`src/hw/core_pkg.sv`:
```
`default_nettype none

package core_pkg;

	typedef enum logic [6:0] {
		OPC_LUI    = 7'b0110111,
		OPC_AUIPC  = 7'b0010111,
		OPC_JAL    = 7'b1101111,
		OPC_JALR   = 7'b1100111,
		OPC_BRANCH = 7'b1100011,
		OPC_LOAD   = 7'b0000011,
		OPC_STORE  = 7'b0100011,
		OPC_IMM    = 7'b0010011,
		OPC_OP     = 7'b0110011
	} opcode_e;

	typedef enum logic [3:0] {
		ALU_ADD,
		ALU_SUB,
		ALU_SLL,
		ALU_SLT,
		ALU_SLTU,
		ALU_XOR,
		ALU_SRL,
		ALU_SRA,
		ALU_OR,
		ALU_AND
	} alu_op_e;

	// Matches funct3[1:0] of loads and stores.
	typedef enum logic [1:0] {
		SIZE_BYTE = 2'd0,
		SIZE_HALF = 2'd1,
		SIZE_WORD = 2'd2
	} mem_size_e;

	typedef struct packed {
		logic [6:0] funct7;
		logic [4:0] rs2, rs1;
		logic [2:0] funct3;
		logic [4:0] rd;
		logic [6:0] opcode;
	} r_fmt_t;

	typedef struct packed {
		logic [11:0] imm_11_0;
		logic [4:0] rs1;
		logic [2:0] funct3;
		logic [4:0] rd;
		logic [6:0] opcode;
	} i_fmt_t;

	typedef struct packed {
		logic [6:0] imm_11_5;
		logic [4:0] rs2, rs1;
		logic [2:0] funct3;
		logic [4:0] imm_4_0;
		logic [6:0] opcode;
	} s_fmt_t;

	typedef struct packed {
		logic imm_12;
		logic [5:0] imm_10_5;
		logic [4:0] rs2, rs1;
		logic [2:0] funct3;
		logic [3:0] imm_4_1;
		logic imm_11;
		logic [6:0] opcode;
	} b_fmt_t;

	typedef struct packed {
		logic [19:0] imm_31_12;
		logic [4:0] rd;
		logic [6:0] opcode;
	} u_fmt_t;

	typedef struct packed {
		logic imm_20;
		logic [9:0] imm_10_1;
		logic imm_11;
		logic [7:0] imm_19_12;
		logic [4:0] rd;
		logic [6:0] opcode;
	} j_fmt_t;

	typedef union packed {
		r_fmt_t r;
		i_fmt_t i;
		s_fmt_t s;
		b_fmt_t b;
		u_fmt_t u;
		j_fmt_t j;
	} inst_word_u;

	localparam logic [31:0] CLINT_BASE = 32'h0200_0000;
	localparam logic [31:0] CLINT_MASK = 32'hffff_0000; // 64 KiB window.

endpackage

`default_nettype wire

```
`src/hw/wb_if.sv`:
```
`timescale 1ns/1ps
`default_nettype none

interface wb_if;
	logic        cyc;
	logic        stb;
	logic        we;
	logic [31:0] adr;
	logic [31:0] dat_w;
	logic [3:0]  sel;
	logic [31:0] dat_r;
	logic        ack;

	modport master (
		output cyc, stb, we, adr, dat_w, sel,
		input  dat_r, ack
	);

	modport slave (
		input  cyc, stb, we, adr, dat_w, sel,
		output dat_r, ack
	);
endinterface

`default_nettype wire

```
`src/hw/bus_xbar.sv`:
```
`timescale 1ns/1ps
`default_nettype none

module bus_xbar (
	wb_if.slave         ifu,
	wb_if.slave         lsu,
	wb_if.master        clint,
	output logic        ext_cyc,
	output logic        ext_stb,
	output logic        ext_we,
	output logic [31:0] ext_adr,
	output logic [31:0] ext_dat_w,
	output logic [3:0]  ext_sel,
	input  logic [31:0] ext_dat_r,
	input  logic        ext_ack
);
	import core_pkg::*;

	logic        grant_ifu;
	logic        to_clint;
	logic        cyc;
	logic        stb;
	logic        we;
	logic [31:0] adr;
	logic [31:0] dat_w;
	logic [3:0]  sel;
	logic        ack;
	logic [31:0] dat_r;

	assign grant_ifu = ifu.cyc; // Fetch wins a tie.

	assign cyc   = grant_ifu ? ifu.cyc   : lsu.cyc;
	assign stb   = grant_ifu ? ifu.stb   : lsu.stb;
	assign we    = grant_ifu ? ifu.we    : lsu.we;
	assign adr   = grant_ifu ? ifu.adr   : lsu.adr;
	assign dat_w = grant_ifu ? ifu.dat_w : lsu.dat_w;
	assign sel   = grant_ifu ? ifu.sel   : lsu.sel;

	assign to_clint = ((adr & CLINT_MASK) == CLINT_BASE);

	assign clint.cyc   = cyc & to_clint;
	assign clint.stb   = stb & to_clint;
	assign clint.we    = we;
	assign clint.adr   = adr;
	assign clint.dat_w = dat_w;
	assign clint.sel   = sel;

	assign ext_cyc   = cyc & ~to_clint;
	assign ext_stb   = stb & ~to_clint;
	assign ext_we    = we;
	assign ext_adr   = adr;
	assign ext_dat_w = dat_w;
	assign ext_sel   = sel;

	assign ack   = to_clint ? clint.ack   : ext_ack;
	assign dat_r = to_clint ? clint.dat_r : ext_dat_r;

	assign ifu.ack   = grant_ifu & ack;
	assign lsu.ack   = ~grant_ifu & ack;
	assign ifu.dat_r = grant_ifu ? dat_r : '0;
	assign lsu.dat_r = grant_ifu ? '0 : dat_r;

endmodule

`default_nettype wire

```
`src/hw/clint_timer.sv`:
```
`timescale 1ns/1ps
`default_nettype none

module clint_timer (
	input logic  clock,
	input logic  rst_n,
	wb_if.slave  bus
);

	logic [63:0] mtime;
	logic        ack_q;
	logic [31:0] dat_q;

	always_ff @(posedge clock or negedge rst_n) begin
		if (!rst_n) begin
			mtime <= '0;
			ack_q <= 1'b0;
		end else begin
			mtime <= mtime + 64'd1;
			ack_q <= bus.cyc & bus.stb & ~ack_q;
		end
	end

	// Offset 4 returns the high word; writes only get an ack.
	always_ff @(posedge clock) begin
		if (bus.cyc && bus.stb && !ack_q)
			dat_q <= bus.adr[2] ? mtime[63:32] : mtime[31:0];
	end

	assign bus.ack   = ack_q;
	assign bus.dat_r = dat_q;

endmodule

`default_nettype wire

```
`src/hw/cpu_top.sv`:
```
`timescale 1ns/1ps
`default_nettype none

module cpu_top #(
	parameter logic [31:0] RESET_PC = 32'h3000_0000,
	parameter int          NUM_REGS = 16
) (
	input  logic        clock,
	input  logic        rst_n,
	output logic        wb_cyc,
	output logic        wb_stb,
	output logic        wb_we,
	output logic [31:0] wb_adr,
	output logic [31:0] wb_dat_w,
	output logic [3:0]  wb_sel,
	input  logic [31:0] wb_dat_r,
	input  logic        wb_ack
);
	import core_pkg::*;

	localparam int RW = $clog2(NUM_REGS);

	localparam logic [1:0] PH_FETCH  = 2'd0; // Also the execute cycle once inst_valid.
	localparam logic [1:0] PH_MEM    = 2'd1;
	localparam logic [1:0] PH_RETIRE = 2'd2;

	logic [1:0]    phase;
	logic          boot;
	logic          exec;
	logic          retire;
	logic          fetch_start;
	logic          mem_start;
	logic [31:0]   pc;
	logic [31:0]   next_pc;
	logic [31:0]   inst;
	logic          inst_valid;
	logic [RW-1:0] rs1;
	logic [RW-1:0] rs2;
	logic [RW-1:0] rd;
	logic [31:0]   imm;
	alu_op_e       alu_op;
	logic          use_imm;
	logic          reg_wen;
	logic          is_load;
	logic          is_store;
	logic          is_branch;
	logic          is_jal;
	logic          is_jalr;
	logic          is_auipc;
	logic          is_lui;
	mem_size_e     size;
	logic          load_unsigned;
	logic [31:0]   src1;
	logic [31:0]   src2;
	logic [31:0]   result;
	logic [31:0]   mem_addr;
	logic [31:0]   load_data;
	logic          lsu_done;
	logic [31:0]   wb_value;

	wb_if ifu_bus();
	wb_if lsu_bus();
	wb_if clint_bus();

	assign exec        = (phase == PH_FETCH) & inst_valid;
	assign mem_start   = exec & (is_load | is_store);
	assign retire      = (phase == PH_RETIRE) | ((phase == PH_MEM) & lsu_done);
	assign fetch_start = boot | retire;
	assign wb_value    = is_load ? load_data : result;

	always_ff @(posedge clock or negedge rst_n) begin
		if (!rst_n) begin
			boot  <= 1'b1;
			phase <= PH_FETCH;
			pc    <= RESET_PC;
		end else begin
			boot <= 1'b0;
			if (retire)
				pc <= next_pc;
			case (phase)
				PH_FETCH: if (exec) phase <= mem_start ? PH_MEM : PH_RETIRE;
				PH_MEM:   if (lsu_done) phase <= PH_FETCH;
				default:  phase <= PH_FETCH;
			endcase
		end
	end

	fetch_unit u_fetch (
		.clock(clock), .rst_n(rst_n), .start(fetch_start), .pc(pc),
		.bus(ifu_bus.master), .inst(inst), .inst_valid(inst_valid)
	);

	decoder #(.NUM_REGS(NUM_REGS)) u_decoder (
		.inst(inst), .rs1(rs1), .rs2(rs2), .rd(rd), .imm(imm), .alu_op(alu_op),
		.use_imm(use_imm), .reg_wen(reg_wen), .is_load(is_load), .is_store(is_store),
		.is_branch(is_branch), .is_jal(is_jal), .is_jalr(is_jalr), .is_auipc(is_auipc),
		.is_lui(is_lui), .size(size), .load_unsigned(load_unsigned)
	);

	reg_file #(.NUM_REGS(NUM_REGS)) u_reg_file (
		.clock(clock), .rst_n(rst_n), .raddr1(rs1), .raddr2(rs2), .rdata1(src1),
		.rdata2(src2), .waddr(rd), .wdata(wb_value), .wen(retire & reg_wen)
	);

	exec_unit u_exec (
		.pc(pc), .src1(src1), .src2(src2), .imm(imm), .alu_op(alu_op), .use_imm(use_imm),
		.is_branch(is_branch), .is_jal(is_jal), .is_jalr(is_jalr), .is_auipc(is_auipc),
		.is_lui(is_lui), .funct3(inst[14:12]), .result(result), .next_pc(next_pc),
		.mem_addr(mem_addr)
	);

	load_store u_lsu (
		.clock(clock), .rst_n(rst_n), .start(mem_start), .we(is_store), .addr(mem_addr),
		.store_data(src2), .size(size), .load_unsigned(load_unsigned),
		.bus(lsu_bus.master), .load_data(load_data), .done(lsu_done)
	);

	bus_xbar u_xbar (
		.ifu(ifu_bus.slave), .lsu(lsu_bus.slave), .clint(clint_bus.master),
		.ext_cyc(wb_cyc), .ext_stb(wb_stb), .ext_we(wb_we), .ext_adr(wb_adr),
		.ext_dat_w(wb_dat_w), .ext_sel(wb_sel), .ext_dat_r(wb_dat_r), .ext_ack(wb_ack)
	);

	clint_timer u_clint (
		.clock(clock), .rst_n(rst_n), .bus(clint_bus.slave)
	);

endmodule

`default_nettype wire

```
`src/hw/decoder.sv`:
```
`timescale 1ns/1ps
`default_nettype none

module decoder #(
	parameter int NUM_REGS = 16
) (
	input  logic [31:0]                 inst,
	output logic [$clog2(NUM_REGS)-1:0] rs1,
	output logic [$clog2(NUM_REGS)-1:0] rs2,
	output logic [$clog2(NUM_REGS)-1:0] rd,
	output logic [31:0]                 imm,
	output core_pkg::alu_op_e           alu_op,
	output logic                        use_imm,
	output logic                        reg_wen,
	output logic                        is_load,
	output logic                        is_store,
	output logic                        is_branch,
	output logic                        is_jal,
	output logic                        is_jalr,
	output logic                        is_auipc,
	output logic                        is_lui,
	output core_pkg::mem_size_e         size,
	output logic                        load_unsigned
);
	import core_pkg::*;

	localparam int RW = $clog2(NUM_REGS);

	inst_word_u iw;
	logic [6:0] opcode;
	logic [2:0] funct3;

	assign iw     = inst;
	assign opcode = iw.r.opcode;
	assign funct3 = iw.r.funct3;

	assign rs1 = iw.r.rs1[RW-1:0];
	assign rs2 = iw.r.rs2[RW-1:0];
	assign rd  = iw.r.rd[RW-1:0];

	assign is_load   = (opcode == OPC_LOAD);
	assign is_store  = (opcode == OPC_STORE);
	assign is_branch = (opcode == OPC_BRANCH);
	assign is_jal    = (opcode == OPC_JAL);
	assign is_jalr   = (opcode == OPC_JALR);
	assign is_auipc  = (opcode == OPC_AUIPC);
	assign is_lui    = (opcode == OPC_LUI);
	assign use_imm   = (opcode == OPC_IMM);

	assign size          = mem_size_e'(funct3[1:0]);
	assign load_unsigned = funct3[2];

	always_comb begin
		case (opcode)
			OPC_LUI, OPC_AUIPC: imm = {iw.u.imm_31_12, 12'b0};
			OPC_JAL:
				imm = {{12{iw.j.imm_20}}, iw.j.imm_19_12, iw.j.imm_11, iw.j.imm_10_1, 1'b0};
			OPC_BRANCH:
				imm = {{20{iw.b.imm_12}}, iw.b.imm_11, iw.b.imm_10_5, iw.b.imm_4_1, 1'b0};
			OPC_STORE: imm = {{20{iw.s.imm_11_5[6]}}, iw.s.imm_11_5, iw.s.imm_4_0};
			default:   imm = {{20{iw.i.imm_11_0[11]}}, iw.i.imm_11_0};
		endcase
	end

	// Bit 30 picks sub and sra; for OP-IMM only shifts look at it.
	always_comb begin
		case (funct3)
			3'b000:  alu_op = (opcode == OPC_OP && iw.r.funct7[5]) ? ALU_SUB : ALU_ADD;
			3'b001:  alu_op = ALU_SLL;
			3'b010:  alu_op = ALU_SLT;
			3'b011:  alu_op = ALU_SLTU;
			3'b100:  alu_op = ALU_XOR;
			3'b101:  alu_op = iw.r.funct7[5] ? ALU_SRA : ALU_SRL;
			3'b110:  alu_op = ALU_OR;
			default: alu_op = ALU_AND;
		endcase
	end

	always_comb begin
		case (opcode)
			OPC_LUI, OPC_AUIPC, OPC_JAL, OPC_JALR, OPC_LOAD, OPC_IMM, OPC_OP:
				reg_wen = (rd != '0);
			default: reg_wen = 1'b0;
		endcase
	end

endmodule

`default_nettype wire

```
`src/hw/exec_unit.sv`:
```
`timescale 1ns/1ps
`default_nettype none

module exec_unit (
	input  logic [31:0]       pc,
	input  logic [31:0]       src1,
	input  logic [31:0]       src2,
	input  logic [31:0]       imm,
	input  core_pkg::alu_op_e alu_op,
	input  logic              use_imm,
	input  logic              is_branch,
	input  logic              is_jal,
	input  logic              is_jalr,
	input  logic              is_auipc,
	input  logic              is_lui,
	input  logic [2:0]        funct3,
	output logic [31:0]       result,
	output logic [31:0]       next_pc,
	output logic [31:0]       mem_addr
);
	import core_pkg::*;

	logic [31:0] op_b;
	logic [31:0] alu_out;
	logic [31:0] link;
	logic [4:0]  shamt;
	logic        taken;

	assign op_b  = use_imm ? imm : src2;
	assign shamt = op_b[4:0];
	assign link  = pc + 32'd4;

	always_comb begin
		case (alu_op)
			ALU_SUB:  alu_out = src1 - op_b;
			ALU_SLL:  alu_out = src1 << shamt;
			ALU_SLT:  alu_out = {31'b0, $signed(src1) < $signed(op_b)};
			ALU_SLTU: alu_out = {31'b0, src1 < op_b};
			ALU_XOR:  alu_out = src1 ^ op_b;
			ALU_SRL:  alu_out = src1 >> shamt;
			ALU_SRA:  alu_out = $unsigned($signed(src1) >>> shamt);
			ALU_OR:   alu_out = src1 | op_b;
			ALU_AND:  alu_out = src1 & op_b;
			default:  alu_out = src1 + op_b;
		endcase
	end

	always_comb begin
		case (funct3)
			3'b000:  taken = (src1 == src2);
			3'b001:  taken = (src1 != src2);
			3'b100:  taken = ($signed(src1) < $signed(src2));
			3'b101:  taken = ($signed(src1) >= $signed(src2));
			3'b110:  taken = (src1 < src2);
			3'b111:  taken = (src1 >= src2);
			default: taken = 1'b0;
		endcase
	end

	assign mem_addr = src1 + imm; // Also the JALR target.

	assign result = (is_jal || is_jalr) ? link :
	                is_lui              ? imm :
	                is_auipc            ? pc + imm : alu_out;

	assign next_pc = is_jalr                        ? {mem_addr[31:1], 1'b0} :
	                 (is_jal || (is_branch && taken)) ? pc + imm : link;

endmodule

`default_nettype wire

```
`src/hw/fetch_unit.sv`:
```
`timescale 1ns/1ps
`default_nettype none

module fetch_unit (
	input  logic        clock,
	input  logic        rst_n,
	input  logic        start,
	input  logic [31:0] pc,
	wb_if.master        bus,
	output logic [31:0] inst,
	output logic        inst_valid
);

	logic busy;

	always_ff @(posedge clock or negedge rst_n) begin
		if (!rst_n) begin
			busy       <= 1'b0;
			inst_valid <= 1'b0;
		end else begin
			inst_valid <= busy & bus.ack;
			if (start)
				busy <= 1'b1;
			else if (bus.ack)
				busy <= 1'b0;
		end
	end

	always_ff @(posedge clock) begin
		if (busy && bus.ack)
			inst <= bus.dat_r; // Held until the next fetch completes.
	end

	// PC only moves at retire, so the address stays stable.
	assign bus.cyc   = busy;
	assign bus.stb   = busy;
	assign bus.we    = 1'b0;
	assign bus.adr   = pc;
	assign bus.dat_w = '0;
	assign bus.sel   = 4'b1111;

endmodule

`default_nettype wire

```
`src/hw/load_store.sv`:
```
`timescale 1ns/1ps
`default_nettype none

module load_store (
	input  logic                clock,
	input  logic                rst_n,
	input  logic                start,
	input  logic                we,
	input  logic [31:0]         addr,
	input  logic [31:0]         store_data,
	input  core_pkg::mem_size_e size,
	input  logic                load_unsigned,
	wb_if.master                bus,
	output logic [31:0]         load_data,
	output logic                done
);
	import core_pkg::*;

	logic        busy;
	logic        we_q;
	logic [31:0] adr_q;
	logic [31:0] dat_q;
	logic [3:0]  sel_q;
	logic [1:0]  off_q;
	mem_size_e   size_q;
	logic        uns_q;
	logic [3:0]  sel_c;
	logic [31:0] lane;

	always_comb begin
		case (size)
			SIZE_BYTE: sel_c = 4'b0001 << addr[1:0];
			SIZE_HALF: sel_c = 4'b0011 << {addr[1], 1'b0};
			default:   sel_c = 4'b1111;
		endcase
	end

	always_ff @(posedge clock or negedge rst_n) begin
		if (!rst_n) begin
			busy <= 1'b0;
			done <= 1'b0;
		end else begin
			done <= busy & bus.ack;
			if (start)
				busy <= 1'b1;
			else if (bus.ack)
				busy <= 1'b0;
		end
	end

	// Request is latched so it holds through any wait states.
	always_ff @(posedge clock) begin
		if (start) begin
			we_q   <= we;
			adr_q  <= {addr[31:2], 2'b00};
			dat_q  <= store_data << {addr[1:0], 3'b000};
			sel_q  <= sel_c;
			off_q  <= addr[1:0];
			size_q <= size;
			uns_q  <= load_unsigned;
		end
	end

	assign lane = bus.dat_r >> {off_q, 3'b000};

	always_ff @(posedge clock) begin
		if (busy && bus.ack) begin
			case (size_q)
				SIZE_BYTE: load_data <= {{24{~uns_q & lane[7]}}, lane[7:0]};
				SIZE_HALF: load_data <= {{16{~uns_q & lane[15]}}, lane[15:0]};
				default:   load_data <= lane;
			endcase
		end
	end

	assign bus.cyc   = busy;
	assign bus.stb   = busy;
	assign bus.we    = we_q;
	assign bus.adr   = adr_q;
	assign bus.dat_w = dat_q;
	assign bus.sel   = sel_q;

endmodule

`default_nettype wire

```
`src/hw/reg_file.sv`:
```
`timescale 1ns/1ps
`default_nettype none

module reg_file #(
	parameter int NUM_REGS = 16
) (
	input  logic                        clock,
	input  logic                        rst_n,
	input  logic [$clog2(NUM_REGS)-1:0] raddr1,
	input  logic [$clog2(NUM_REGS)-1:0] raddr2,
	output logic [31:0]                 rdata1,
	output logic [31:0]                 rdata2,
	input  logic [$clog2(NUM_REGS)-1:0] waddr,
	input  logic [31:0]                 wdata,
	input  logic                        wen
);

	logic [31:0] regs [NUM_REGS];

	always_ff @(posedge clock or negedge rst_n) begin
		if (!rst_n) begin
			for (int i = 0; i < NUM_REGS; i++)
				regs[i] <= '0;
		end else if (wen && waddr != '0) begin
			regs[waddr] <= wdata;
		end
	end

	assign rdata1 = (raddr1 == '0) ? '0 : regs[raddr1];
	assign rdata2 = (raddr2 == '0) ? '0 : regs[raddr2];

endmodule

`default_nettype wire

```
`config.mk`:
```
export PLATFORM = sky130hd
export DESIGN_NAME = cpu_top
export DESIGN_NICKNAME = d
export VERILOG_FILES = /design/src/hw/core_pkg.sv /design/src/hw/wb_if.sv /design/src/hw/bus_xbar.sv /design/src/hw/clint_timer.sv /design/src/hw/cpu_top.sv /design/src/hw/decoder.sv /design/src/hw/exec_unit.sv /design/src/hw/fetch_unit.sv /design/src/hw/load_store.sv /design/src/hw/reg_file.sv
export SDC_FILE = /design/constraint.sdc
export NUM_CORES = 2
export LEC_CHECK = 0
export ABC_AREA = 1
export BUFFER_PORTS_ARGS = -buffer_cell sky130_fd_sc_hd__buf_4
export CORE_MARGIN = 3
export CORE_UTILIZATION = 55
export CTS_CLUSTER_SIZE = 16
export DETAILED_ROUTE_END_ITERATION = 8
export PLACE_DENSITY = 0.67
export SYNTH_ARGS = -nofsm -noshare
export SYNTH_HDL_FRONTEND = slang
export SYNTH_SLANG_ARGS = --single-unit
```
`constraint.sdc`:
```
create_clock -name clock -period 5.4 [get_ports clock]
set_input_delay 0.54 -clock clock [delete_from_list [all_inputs] [get_ports clock]]
set_output_delay 0.54 -clock clock [all_outputs]
set_load 0.03 [all_outputs]
```
# == Yosys cells after proc, flatten, opt, wreduce, memory -nomap -nowiden ==
# Cells that the tools add are included.
# op_classes
addsub,6
n_lt_le_gt_ge,10
eq_ne,34
n_shift,7
muxes,44
n_bitwise,26
reduce_logical,22
# op_table
cell,n
two-way mux 32 bit,19
bitwise mux 512 bit,1
one-hot mux 32 bit (9 select lines),1
binary-select mux 32 bit (select 4 bit),2
demux 32 bit (select 4 bit),1
< comparator 32 bit,4
one-hot mux 31 bit (4 select lines),1
adder 32 bit,3
adder 64 x 1 -> 64 bit (second input constant),1
>= comparator 32 bit,2
one-hot mux 32 bit (2 select lines),1
<< shifter 32 x 5 -> 32 bit,2
>> shifter 32 x 5 -> 32 bit,2
adder 32 x 3 -> 32 bit (second input constant),1
bitwise AND 32 bit,1
== test 32 bit,1
inequality test 32 bit,1
bitwise OR 32 bit,1
>>> shifter 32 x 5 -> 32 bit,1
subtractor 32 bit,1
XOR 32 bit,1
one-hot mux 4 bit (7 select lines),1
== test 7 x 6 -> 1 bit (second input constant),3
== test 7 bit (second input constant),3
other kinds (39),94
# word_totals
regBits,784
inputBits,35
output_inout_bits,71

# == Depth between registers and ports, before layout ==
# logic_depth
word_depth,13
ltp_mapped,41

# == By module ==
# A second synthesis with hierarchy kept.
# unflattened
hier_cells,10154
area_unflattened_um2,63651.0
# modules_own_cells
mod,n_inst,cells_per_inst,area_each_um2,seq_area_each_um2
reg_file,1,4599,29892.4,12812.3
exec_unit,1,3388,17136.4,0.0
clint_timer,1,642,5084.9,2587.5
load_store,1,400,4668.2,3173.0
bus_xbar,1,564,2464.9,0.0
cpu_top,1,266,1860.5,879.6
fetch_unit,1,112,1566.5,1011.0
decoder,1,183,977.2,0.0

# == Worst setup path before layout ==
# No wires, ideal clock.
# synth_path
kind,register to register
from,reg u_fetch.inst[20]
to,reg u_reg_file.regs[185] in the netlist's numbering
setup_time_ns,0.116
arrival_ns,4.691
setup_slack_ns,0.592
stages_incl_launch_ff,34
n_path_buf,9
period_less_slack_ns,4.808
cell_sequence,edfxtp_1 buf_6 buf_6 buf_2 buf_4 clkbuf_1 clkbuf_1 clkbuf_1 o211ai_1 nand3_1 o211ai_1 nand3_1 nand2_1 o21ai_0 ha_1 clkbuf_1 nor2_1 inv_1 o21ai_0 a31oi_1 nand3_1 nand2_1 o211ai_1 a21oi_1 or2_2 nand3_1 nand3_1 nand2_1 nand2_1 nand2_1 nand2_2 buf_2 nand2_1 nand2_1
# synth_between
elab_chain_len,13
elab_cells_between_ends,23
# synth_rtl
element,line,source
start: declaration,fetch_unit.sv:10,"output logic [31:0] inst,"
start signal: assignment,fetch_unit.sv:31,inst <= bus.dat_r;
inverter 4 -> 5 bit (implied by the code),reg_file.sv:30,assign rdata2 = (raddr2 == '0) ? '0 : regs[raddr2];
binary-select mux 32 bit (select 4 bit),reg_file.sv:30,
two-way mux 32 bit (implied by the code) (2 in series),reg_file.sv:30,
two-way mux 32 bit,reg_file.sv:30,
two-way mux 32 bit,exec_unit.sv:29,assign op_b = use_imm ? imm : src2;
"adder 32 bit, or another cell as far along",exec_unit.sv:44,default: alu_out = src1 + op_b;
one-hot mux 32 bit (9 select lines),exec_unit.sv:34,case (alu_op)
two-way mux 32 bit (*),exec_unit.sv:64,is_auipc ? pc + imm : alu_out;
two-way mux 32 bit (*),exec_unit.sv:63,is_lui ? imm :
two-way mux 32 bit (*),exec_unit.sv:62,assign result = (is_jal || is_jalr) ? link :
two-way mux 32 bit (*),cpu_top.sv:69,assign wb_value = is_load ? load_data : result;
bitwise mux 512 bit (*),reg_file.sv:25,regs[waddr] <= wdata;
end signal: indexed assignment,reg_file.sv:25,
end: declaration,reg_file.sv:18,logic [31:0] regs [NUM_REGS];
# Mark *: on every way between the ends. The rest lies on a longest branch, timed or not. The select of a mux whose other input is x is not followed.
# A chain may end at the register's enable or synchronous reset.

# == Worst setup path in the final report ==
# layout_path
from,reg u_fetch.inst[22]
to,reg u_reg_file.regs[448] in the netlist's numbering
# layout_between
elab_chain_len,13
elab_cells_between_ends,24
# layout_rtl
element,line
inverter 4 -> 5 bit (implied by the code),reg_file.sv:30
binary-select mux 32 bit (select 4 bit),reg_file.sv:30
two-way mux 32 bit (implied by the code) (2 in series),reg_file.sv:30
two-way mux 32 bit,reg_file.sv:30
two-way mux 32 bit (*),exec_unit.sv:29
"adder 32 bit, or another cell as far along",exec_unit.sv:44
one-hot mux 32 bit (9 select lines) (*),exec_unit.sv:34
two-way mux 32 bit (*),exec_unit.sv:64
two-way mux 32 bit (*),exec_unit.sv:63
two-way mux 32 bit (*),exec_unit.sv:62
two-way mux 32 bit (*),cpu_top.sv:69
bitwise mux 512 bit (*),reg_file.sv:25
# Marks and branches as above.

==> metrics.txt <==
sequential share of the synthesized area 35.4%; Sw Pwr 9620 uW; Critical Path Fanout Max 19; IO Count 106; worst min-delay path category in2reg; post-synth top area share 26.6%; ys async rst share 78.6%; Lkg Pwr 0.0334 uW; CTS H-tree lvls 3; Starting Density 55.6%; R2R depth 26; RSZ-0062 raised after global routing yes; area of the core 104000 sq um; predominant post-synthesis flop cell dfrtp_1; first-pass GRT wire length 382 mm; final count of hold timing violations 0; initial antenna violation count 9; WP data arrival 5.89 ns; Critical Path RT 5.99 ns; drt drc 4; Final Max Tran Viols 0; total iterations of the first detailed-routing run 9; Worst setup EP type register; ANT nets after route 0; total wire length 267 mm; outcome complete, but fails checks; Max Clk Rate 189 MHz; worst hold stages 3; Clock Sinks 784; Nets 9033; Worst Hold Slack 0.278 ns; peak supply drop 0.317 mV; clk buf depth 3; P per Cell Area 343 nW/um^2; gr ovfl total 0; Net Sw Frac 42.2%; # setup viols final 0; Tot Pwr 22800 uW; Total GRT Usage 47.3%; period utilization 98.2%; final std cells w/o fill 10300; type of origin of the critical path register; synth-to-layout area growth 15.1%; vias in the first global route 59000; YS warnings 0; die area 109000 sq um; Post-Syn Instances 8598; clock share of power 27.5%; Worst Path Class, Setup reg2reg; Root Driver clkbuf_16; #FFs+latches synth 784; Pint 13200 uW; Slew HR 19.9%; largest net degree at the start of global routing 141; pin slew with the least headroom to its limit 1.20 ns; dpl hpwl 187 mm; Vias 64500; Yosys cell types 69; synthesized area 57800 sq um; Port Buffers 105; worst-skew pair later-pin latency 0.71 ns; Clk pin slew, worst setup/hold paths 0.06 ns; site row count 118; Synthesized Nets 8830; placed cell count 10100; most numerous cell in the Yosys netlist nand2_1; chip width 330 um; CTS buffer count 88; layout cells sized above 1 11.7%; failing checks design-rule violations; Via density 6.29; gp weighted congestion 1.07; top cells by area, synth dfrtp_1 27%, nand2_1 19%, edfxtp_1 8.7%; Avg WL per Cell 26.0 um; chip height 330 um; CTS tree built; max-cap violations 0; Commonest cells post-synth 2871 x nand2_1, 789 x o21ai_0, 768 x inv_1, 667 x nand3_1, 613 x dfrtp_1; Syn Area/Cell 6.72 sq um; post-layout min period 5.30 ns; Starting DRT DRC Count 10100; combinational group share of total power 43.4%; cell taking the most area after synthesis dfrtp_1; Final Skew 0.0877 ns; Post-synth EDFFs 168; sequential power share 29.1%
## cell type report
class,count,area [sq um]
Fill cell,9402,37400
Multi-Input combinational cell,6465,32200
Antenna cell,2,5.00
Clock buffer,127,2530
Sequential cell,784,20500
Clock inverter,30,473
Tap cell,1380,1730
Inverter,792,2990
Timing Repair Buffer,670,6150
## worst max-delay path, cell delays in order, from the launching register on
cell and delay [ns]:
edfxtp_1 0.50, inv_1 0.35, buf_6 0.41, nand3_1 0.14, nand3_1 0.12, nand3_1 0.09, nand2_1 0.28, o21ai_1 0.19
buf_4 0.18, ha_1 0.43, inv_1 0.07, a21oi_1 0.26, o21ai_0 0.21, a221oi_1 0.30, nand3_1 0.23, buf_12 0.20
xor2_1 0.15, nor2_1 0.06, nor3_1 0.13, nand3_1 0.17, nand2_1 0.10, nand2_1 0.05, nand2_1 0.15, nand2_2 0.09
buf_12 0.15, nand2_1 0.06, nand2_1 0.06
## power by group through the flow
stage	sequential (uW)	combinational (uW)	clock (uW)
detailed placement	6730	9260	0
finish	6640	9890	6270
floorplan	6620	5370	0
CTS	6630	9330	6260
global route	6650	10500	6520
global placement	6720	9220	0
## flip-flops by register name (all words and copies together) (netlist names), 30 cells and up
register,cells
u_reg_file.regs,512
u_clint.bus.dat_r,32
u_clint.mtime,64
u_fetch.inst,32
u_lsu.bus.adr,30
u_lsu.load_data,32
pc,32
u_lsu.bus.dat_w,32
## layer usage
| metal | vias to the layer above | GRT usage (%) | routed length [um] |
|---|---|---|---|
| met5 | - | 0 | 65 |
| met4 | 10 | 31.1 | 21400 |
| met3 | 1098 | 15.2 | 40200 |
| met2 | 5015 | 66.7 | 108000 |
| met1 | 29900 | 62.0 | 97100 |
| li1 | 28500 | - | - |
## final timing paths
path | start | end | slack (ns)
setup / recovery | u_fetch.inst[22] | u_reg_file.regs[448] | 0.1
hold / removal | wb_dat_r[12] | u_fetch.inst[12] | 0.28
setup reg to reg | u_fetch.inst[22] | u_reg_file.regs[448] | 0.1
hold reg to reg | u_reg_file.regs[511] | u_reg_file.regs[511] | 0.39
max in group asynchronous | rst_n | u_fetch.bus.cyc | 3.41
min in group asynchronous | rst_n | u_reg_file.regs[180] | 0.43
## placed cells by master (no fill, tap or decap), types with 135 or more instances in the layout
master	instances
edfxtp_1	168
nand2_1	2841
ha_1	187
inv_1	756
nand3_1	654
buf_4	582
o211ai_1	171
o21ai_0	762
xor2_1	135
a21oi_1	481
dfrtp_1	612
nor2_1	562
## cells by family after synthesis
logic type	Yosys count	share of synthesized area [%]
and+or+nand+nor	4392	31.3
AOI/OAI and AO/OA	1672	16.0
buffers and inverters	1349	9.74
DFF	784	35.4
adders and majority gates	197	4.32
xor gates and xnor gates	169	2.56
muxes	34	0.593
other	1	0.00649
## repair_timing
item,in CTS,in global routing
gates resized for setup,18,126
endpoints found under the setup margin,120,394
endpoints found under the hold margin,77,0
cloned,1,8
setup buffers,3,10
hold buffers,1,0
pin swaps,0,17
## metrics by stage
stage / utilization (%) / cell area, sq um / setup TNS, ns / setup slack, ns
2_1_floorplan: - / 57800 / 0 / 0.592
3_3_place_gp: 60.4 / 62700 / -9.37 / -0.283
3_5_place_dp: 60.4 / 62700 / -9.73 / -0.266
4_1_cts: 63.3 / 65800 / -0.0230 / -0.0127
5_1_grt: 64.0 / 66500 / -0.380 / -0.0595
6_report: 64.0 / 66500 / 0 / 0.0960
No activity file was read; power rests on OpenSTA's default activity.
